--- src/integ_pkg.sv ---
// integrator control package with spi byte, timer count, command and sequencer types

package integ_pkg;

  //////////////////////////////
  // widths
  //////////////////////////////

  // timer value and readback word width
  localparam int COUNT_W = 32;

  // one spi byte sent msb first on the wire
  typedef logic [7:0] spi_byte_t;

  // integration timer value and also the readback word
  typedef logic [COUNT_W-1:0] count_t;

  //////////////////////////////
  // command codes
  //////////////////////////////

  // any other byte value is no command
  typedef enum spi_byte_t {
    // open the short so the capacitor integrates
    cmd_integrate = 8'hCA,
    // short the capacitor
    cmd_short     = 8'hCB,
    // zero the integration timer
    cmd_clear     = 8'hCC,
    // m_plus high for the 0 V reference
    cmd_ref_zero  = 8'hCD,
    // m_plus low for the 5 V reference
    cmd_ref_five  = 8'hCE
  } cmd_code_t;

  // command sequencer states
  // st_clearing lasts one cycle and then returns to where it came from
  typedef enum logic [1:0] {
    st_shorted     = 2'd0,
    st_integrating = 2'd1,
    st_clearing    = 2'd2
  } seq_state_t;

endpackage

--- src/spi_rx_front.sv ---
// spi mode 0 receive front end: pin sync, edge and frame detect, byte deserializer
`timescale 1ns/1ps

module spi_rx_front (
  input  logic                clk,
  input  logic                rst_n,
  input  logic                sck,
  input  logic                ssel,
  input  logic                mosi,
  output integ_pkg::spi_byte_t rx_byte,
  output logic                rx_valid,
  output logic                sck_fall,
  output logic                frame_start,
  output logic                ssel_active
);

  import integ_pkg::*;

  //////////////////////////////
  // pin synchronizers
  //////////////////////////////

  // three stages for sck and ssel, oldest sample in bit 2
  logic [2:0] sck_r;
  logic [2:0] ssel_r;
  // two stages are enough for mosi, only sampled on sck rise
  logic [1:0] mosi_r;

  // byte assembly
  logic [2:0] bit_cnt;
  spi_byte_t  shift_in;
  logic       sck_rise;

  always_ff @(posedge clk)
  begin
    if (!rst_n)
    begin
      // idle bus: sck low, ssel deasserted
      sck_r  <= 3'b000;
      ssel_r <= 3'b111;
      mosi_r <= 2'b00;
    end
    else
    begin
      sck_r  <= {sck_r[1:0], sck};
      ssel_r <= {ssel_r[1:0], ssel};
      mosi_r <= {mosi_r[0], mosi};
    end
  end

  //////////////////////////////
  // edges and frame
  //////////////////////////////

  // compare the two older samples
  assign sck_rise    = (sck_r[2:1] == 2'b01);
  assign sck_fall    = (sck_r[2:1] == 2'b10);
  // ssel is active low
  assign ssel_active = ~ssel_r[1];
  // frame opens on the falling edge of ssel
  assign frame_start = (ssel_r[2:1] == 2'b10);

  //////////////////////////////
  // deserializer
  //////////////////////////////

  // bit counter held at zero between frames
  always_ff @(posedge clk)
  begin
    if (!rst_n || !ssel_active)
      bit_cnt <= 3'd0;
    else if (sck_rise)
      bit_cnt <= bit_cnt + 3'd1;
  end

  // msb first, so shift left and append at bit 0
  always_ff @(posedge clk)
  begin
    if (ssel_active && sck_rise)
      shift_in <= {shift_in[6:0], mosi_r[1]};
  end

  // strobe one cycle after the eighth rise, byte is complete then
  always_ff @(posedge clk)
  begin
    if (!rst_n)
      rx_valid <= 1'b0;
    else
      rx_valid <= ssel_active && sck_rise && (bit_cnt == 3'd7);
  end

  assign rx_byte = shift_in;

endmodule

--- src/integ_sequencer.sv ---
// command sequencer: decodes spi bytes into switch, reference and timer controls
`timescale 1ns/1ps

module integ_sequencer (
  input  logic                 clk,
  input  logic                 rst_n,
  input  integ_pkg::spi_byte_t rx_byte,
  input  logic                 rx_valid,
  output logic                 timer_run,
  output logic                 timer_clear,
  output logic                 m_reset,
  output logic                 m_plus,
  output logic                 m_gnd,
  output logic                 led
);

  import integ_pkg::*;

  seq_state_t state;
  seq_state_t state_nxt;
  // state to go back to after a clear
  seq_state_t ret_state;
  seq_state_t ret_state_nxt;

  // reference select, high means 0 V reference
  logic       ref_zero;
  cmd_code_t  cmd;

  // unknown codes fall through the case default
  assign cmd = cmd_code_t'(rx_byte);

  //////////////////////////////
  // state machine
  //////////////////////////////

  always_comb
  begin
    state_nxt     = state;
    ret_state_nxt = ret_state;
    case (state)
      st_shorted:
      begin
        if (rx_valid)
        begin
          case (cmd)
            cmd_integrate: state_nxt = st_integrating;
            cmd_clear:
            begin
              state_nxt     = st_clearing;
              ret_state_nxt = st_shorted;
            end
            default: state_nxt = st_shorted;
          endcase
        end
      end
      st_integrating:
      begin
        if (rx_valid)
        begin
          case (cmd)
            cmd_short: state_nxt = st_shorted;
            cmd_clear:
            begin
              state_nxt     = st_clearing;
              ret_state_nxt = st_integrating;
            end
            default: state_nxt = st_integrating;
          endcase
        end
      end
      // single cycle, next byte is many cycles away
      st_clearing: state_nxt = ret_state;
      default:     state_nxt = st_shorted;
    endcase
  end

  always_ff @(posedge clk)
  begin
    if (!rst_n)
    begin
      state     <= st_shorted;
      ret_state <= st_shorted;
    end
    else
    begin
      state     <= state_nxt;
      ret_state <= ret_state_nxt;
    end
  end

  //////////////////////////////
  // reference flag
  //////////////////////////////

  // independent of the short state
  always_ff @(posedge clk)
  begin
    if (!rst_n)
      ref_zero <= 1'b0;
    else if (rx_valid && (cmd == cmd_ref_zero))
      ref_zero <= 1'b1;
    else if (rx_valid && (cmd == cmd_ref_five))
      ref_zero <= 1'b0;
  end

  // outputs decoded from state
  assign timer_run   = (state == st_integrating);
  assign timer_clear = (state == st_clearing);
  // m_reset high lets the switch open, capacitor integrates
  assign m_reset     = (state == st_integrating);
  assign led         = (state == st_integrating);
  // m_gnd always opposite of m_plus
  assign m_plus      = ref_zero;
  assign m_gnd       = ~ref_zero;

endmodule

--- src/integ_timer.sv ---
// integration timer: prescaled tick counter, runs while integrating, clears on command
`timescale 1ns/1ps

module integ_timer #(
  // clk cycles per count
  parameter int TICK_DIV = 4
) (
  input  logic              clk,
  input  logic              rst_n,
  input  logic              timer_run,
  input  logic              timer_clear,
  output integ_pkg::count_t count
);

  import integ_pkg::*;

  // at least one bit so TICK_DIV of 1 still builds
  localparam int PRE_W = (TICK_DIV > 1) ? $clog2(TICK_DIV) : 1;

  logic [PRE_W-1:0] pre_cnt;
  logic             tick;
  count_t           count_q;

  // last prescale cycle
  assign tick = (pre_cnt == PRE_W'(TICK_DIV - 1));

  //////////////////////////////
  // prescaler and count
  //////////////////////////////

  always_ff @(posedge clk)
  begin
    // clear wins over run
    if (!rst_n || timer_clear)
    begin
      pre_cnt <= '0;
      count_q <= '0;
    end
    else if (timer_run)
    begin
      if (tick)
      begin
        pre_cnt <= '0;
        count_q <= count_q + count_t'(1);
      end
      else
      begin
        pre_cnt <= pre_cnt + PRE_W'(1);
      end
    end
    // run low: both hold
  end

  assign count = count_q;

endmodule

--- src/spi_tx_readback.sv ---
// readback serializer: captures the timer at frame start and shifts it out on miso
`timescale 1ns/1ps

module spi_tx_readback (
  input  logic              clk,
  input  logic              rst_n,
  input  integ_pkg::count_t count,
  input  logic              frame_start,
  input  logic              sck_fall,
  input  logic              ssel_active,
  output logic              miso
);

  import integ_pkg::*;

  // readback word, msb goes out first
  count_t shift_out;

  //////////////////////////////
  // capture and shift
  //////////////////////////////

  always_ff @(posedge clk)
  begin
    if (!rst_n)
    begin
      shift_out <= '0;
    end
    else if (frame_start)
    begin
      // snapshot before the first sck rise
      shift_out <= count;
    end
    else if (ssel_active && sck_fall)
    begin
      // mode 0: next bit set up on the falling edge
      shift_out <= {shift_out[COUNT_W-2:0], 1'b0};
    end
  end

  // single slave, miso driven all the time
  assign miso = shift_out[COUNT_W-1];

endmodule

--- src/integ_top.sv ---
// integrator controller top: spi slave front end, command sequencer, timer and readback
`timescale 1ns/1ps

module integ_top #(
  // timer prescale in clk cycles
  parameter int TICK_DIV = 4
) (
  input  logic clk,
  input  logic rst_n,
  input  logic sck,
  input  logic ssel,
  input  logic mosi,
  output logic miso,
  output logic m_reset,
  output logic m_plus,
  output logic m_gnd,
  output logic led
);

  import integ_pkg::*;

  // receive side
  spi_byte_t rx_byte;
  logic      rx_valid;
  logic      sck_fall;
  logic      frame_start;
  logic      ssel_active;

  // timer controls
  logic      timer_run;
  logic      timer_clear;
  count_t    count;

  //////////////////////////////
  // blocks
  //////////////////////////////

  spi_rx_front u_rx_front (
    .clk         (clk),
    .rst_n       (rst_n),
    .sck         (sck),
    .ssel        (ssel),
    .mosi        (mosi),
    .rx_byte     (rx_byte),
    .rx_valid    (rx_valid),
    .sck_fall    (sck_fall),
    .frame_start (frame_start),
    .ssel_active (ssel_active)
  );

  // led and m_gnd come straight out of here
  integ_sequencer u_sequencer (
    .clk         (clk),
    .rst_n       (rst_n),
    .rx_byte     (rx_byte),
    .rx_valid    (rx_valid),
    .timer_run   (timer_run),
    .timer_clear (timer_clear),
    .m_reset     (m_reset),
    .m_plus      (m_plus),
    .m_gnd       (m_gnd),
    .led         (led)
  );

  integ_timer #(
    .TICK_DIV (TICK_DIV)
  ) u_timer (
    .clk         (clk),
    .rst_n       (rst_n),
    .timer_run   (timer_run),
    .timer_clear (timer_clear),
    .count       (count)
  );

  spi_tx_readback u_tx_readback (
    .clk         (clk),
    .rst_n       (rst_n),
    .count       (count),
    .frame_start (frame_start),
    .sck_fall    (sck_fall),
    .ssel_active (ssel_active),
    .miso        (miso)
  );

endmodule

--- config.mk ---
export PLATFORM = sky130hd
export DESIGN_NAME = integ_top
export DESIGN_NICKNAME = d
export VERILOG_FILES = /design/src/integ_pkg.sv /design/src/spi_rx_front.sv /design/src/integ_sequencer.sv /design/src/integ_timer.sv /design/src/spi_tx_readback.sv /design/src/integ_top.sv
export SDC_FILE = /design/constraint.sdc
export NUM_CORES = 1
export LEC_CHECK = 0
export BUFFER_PORTS_ARGS = -buffer_cell sky130_fd_sc_hd__buf_4
export CORE_UTILIZATION = 25
export DETAILED_ROUTE_END_ITERATION = 7
export SYNTH_ARGS = -nofsm -noshare
export SYNTH_HDL_FRONTEND = slang
export SYNTH_SLANG_ARGS = --single-unit
--- constraint.sdc ---
create_clock -name clk -period 3.2 [get_ports clk]
set_clock_uncertainty 0.15 [all_clocks]
set_input_delay 0.64 -clock clk [delete_from_list [all_inputs] [get_ports clk]]
set_output_delay 0.64 -clock clk [all_outputs]
set_load 0.02 [all_outputs]
==> summary.md <==
| Metric | Value |
|---|---|
| Status | `completed` |
| Sequential Power Share | `47.3%` |
| Drt drc | `0` |
| Root buffer cell | `clkbuf_16` |
| Global Route Usage Sum | `under 10%` |
| First-pass GRT wire length | `roughly 13000 um` |
| Period utilisation layout | `about four fifths` |
| Initial Util | `around 26%` |
| Power per cell area | `between 500 and 600 mW/mm^2` |
| Worst-Skew Late Latency | `around 0.34 ns` |
| Final min period | `roughly 2.6 ns` |
| Max transition margin | `a little over two fifths` |
| CP delay by family, top | `simple AND/OR/NAND/NOR gates` |
| Most frequent cells in the layout | `dfxtp_1, nor2_1, a21oi_1` |
| Post_cts resized | `0` |
| Int Power | `between 0.0015 and 0.002 W` |
| Post-route cell area | `0.004529 sq mm` |
| Dpl ws | `around 0.62 ns` |
| TritonCTS clock tree | `built` |
| Area growth syn-to-layout | `15.62%` |
| CP max stage delay | `about 0.82 ns` |
| Clk pwr share | `about half` |
| Vias per inst | `4.771` |
| TritonCTS buffer count | `9` |
| Setup violations, final | `0` |
| DP Area | `~0.0042 sq mm` |
| Worst setup path category | `flip-flop to flip-flop` |
| CTS H-tree depth | `3` |
| Synth cell types | `40` |
| Synthesized cell area | `between 0.003 and 0.004 sq mm` |
| Mean Syn Cell Area | `slightly above 9 sq um` |
| Antenna cell count | `0` |
| Clk buf depth | `2` |
| Post-synth EDFFs | `8` |
| Achievable frequency | `roughly 390 MHz` |
| Max_cap viols | `0` |
| Top-level I/O count | `10` |
| Comb pwr share | `under 10%` |
| CP required | `between 3 and 4 ns` |
| Clock Sinks | `90` |
| Die ar. | `0.01617 sq mm` |
| Synth warn | `0` |
| Setup crit start kind | `flip-flop` |
| Post-DP HPWL | `between 4000 and 5000 um` |
| LEAKAGE | `approximately 1.6 nW` |
| Peak VDD IR | `between 0.0002 and 0.0003 V` |
| Rows | `45` |
| Vias in the first global route | `roughly 2800` |
| Worst flop-to-flop path startpoint | `u_timer.pre_cnt[0]` |
| CP max FO | `18` |
| Syn_nets | `between 400 and 500` |
| NetSw | `around 0.00050 W` |
| Die X-Extent | `~130 um` |
| Max-slew violations | `0` |
| Critical Path Start | `u_timer.pre_cnt[0]` |
| Ys flop type | `dfxtp_1` |
| Post-CTS Setup Bufs | `0` |
| Final hold vios | `0` |
| Post-Syn Instances | `roughly 420` |
| Gp weighted congestion | `around 0.77` |
| Unrepaired setup endpoints after global routing | `false` |
| Routed WL | `between 7000 and 8000 um` |
| Via count | `between 3000 and 4000` |
| Worst path bufs/invs | `0` |
| Arrival @ worst endpoint | `~2.7 ns` |
| Seq/Total Area, Yosys | `between 40 and 50%` |
| Async SR Flop Fraction | `0%` |
| Cts hold-fix bufs | `0` |
| DR iter-0 viols | `130` |
| Flops & latches, synth | `90` |
| Hold_sp | `u_rx_front.mosi_r[1]` |
| Iteration count of the initial detailed-routing pass | `4` |
| Setup TNS | `0 ns` |
| Port buffer count | `9` |
| CP dominant cell by count | `or4_1` |
| Cell Chain, Critical Path | `ha_1 -> nand4b_4 -> or4_1 -> or4_1 -> a21oi_1` |
| Proportion of layout cells with a drive suffix above 1 | `8.294%` |
| Wirelength per Cell | `11.78 um` |
| Total core area | `0.01526 sq mm` |
| Largest net degree at the start of global routing | `37` |
| Antenna Nets Post-Route | `0` |
| Commonest non-fill, non-tap cell in the layout | `dfxtp_1` |
| Initial antenna violation count | `0` |
| Switch share | `approximately a fifth` |
| DIE HEIGHT | `between 100 and 150 um` |
| Slew @ Worst Pin | `roughly 0.84 ns` |
| Slack of the critical path | `0.6073 ns` |
| Remaining Overflow, GRT | `0` |
| CP endpoint kind | `flip-flop` |
| Clock-pin transition on the worst setup and hold timing paths | `0.06 ns` |
| CP max stage cell | `or4_1` |
| Fin util | `~30%` |
| Worst hold path type | `flip-flop to flip-flop` |
| Nets | `between 400 and 500` |
through the flow:
stage	instances	hold slack (ns)	power, W
CTS	633	0.2574	0.002502
detailed placement	617	0.2421	0.001292
finish	633	0.2560	0.002480
global route	633	0.2692	0.002560
floorplan	421	0.2355	0.001265
global placement	617	0.2413	0.001288
metal layers:
metal  track usage (%)  wire length (um)
met5                 0                 0
met4             4.412               118
met3             2.303               216
met2             15.93              3378
met1             12.30              3743
sequential cells by signal (all words and copies together) (netlist names):
signal,cells
u_rx_front.rx_valid,1
u_sequencer.ret_state,1
u_sequencer.state,2
u_rx_front.bit_cnt,3
u_timer.pre_cnt,2
u_timer.count,32
u_sequencer.m_plus,1
u_rx_front.ssel_r,3
u_tx_readback.shift_out,32
u_rx_front.sck_r,3
u_rx_front.mosi_r,2
u_rx_front.rx_byte,8
cell usage after synthesis, types with 2 or more instances:
library cell / count / area, sq um
a211oi_1: 31 / 232.7
a21oi_1: 33 / 165.2
and2_1: 8 / 50.05
and4_1: 3 / 26.28
buf_1: 3 / 11.26
buf_2: 3 / 15.01
buf_6: 2 / 22.52
clkbuf_1: 19 / 71.32
dfxtp_1: 82 / 1642
edfxtp_1: 8 / 240.2
ha_1: 4 / 50.05
inv_1: 14 / 52.55
mux2i_1: 31 / 310.3
nand2_1: 19 / 71.32
nand2b_1: 8 / 50.05
nand3_1: 14 / 70.07
nand4_1: 4 / 25.02
nor2_1: 49 / 183.9
nor3_1: 8 / 40.04
nor4_1: 3 / 18.77
o21a_1: 2 / 15.01
o21ai_0: 4 / 20.02
o31ai_1: 18 / 135.1
or3_1: 6 / 37.54
or3b_2: 2 / 17.52
or4_1: 22 / 165.2
xnor2_1: 5 / 43.79
xor2_1: 4 / 35.03
power groups by stage:
stage | logic, W | clock network (W) | registers [W]
2_1_floorplan | 0.0000710 | 0 | 0.00119
3_3_place_gp | 0.0000917 | 0 | 0.00120
3_5_place_dp | 0.0000951 | 0 | 0.00120
4_1_cts | 0.0000953 | 0.00123 | 0.00117
5_1_grt | 0.000106 | 0.00128 | 0.00117
6_report | 0.0000942 | 0.00121 | 0.00117
layout make-up:
cell class,count,area [sq um]
timing repair buffer,14,117.6
multi-input combinational,287,1864
clock buffer,12,246.5
tap,211,264.0
inverter,15,56.30
fill,1587,10730
sequential,90,1882
clock inverter,4,98.84
worst reg2reg max path: stages, from the launching register on:
cell,delay [ns]
dfxtp_1,0.35
ha_1,0.30
nand4b_4,0.18
or4_1,0.82
or4_1,0.56
a21oi_1,0.16
final timing paths:
| path | end | slack, ns | cells after the start |
|---|---|---|---|
| max | u_timer.count[28] | 0.61 | 5 |
| min | u_rx_front.rx_byte[0] | 0.26 | 0 |
| max reg2reg | u_timer.count[28] | 0.61 | 5 |
| min reg2reg | u_rx_front.rx_byte[0] | 0.26 | 0 |
cell families after synthesis:
kind of cell	synth area share (%)
DFF	48.04
muxes	7.921
and+or+nand+nor	20.54
xor gates and xnor gates	2.012
adders and majority gates	1.278
AOI/OAI and AO/OA	15.39
buffers and inverters	4.822
Note: power is estimated with default switching activity, not from simulation.
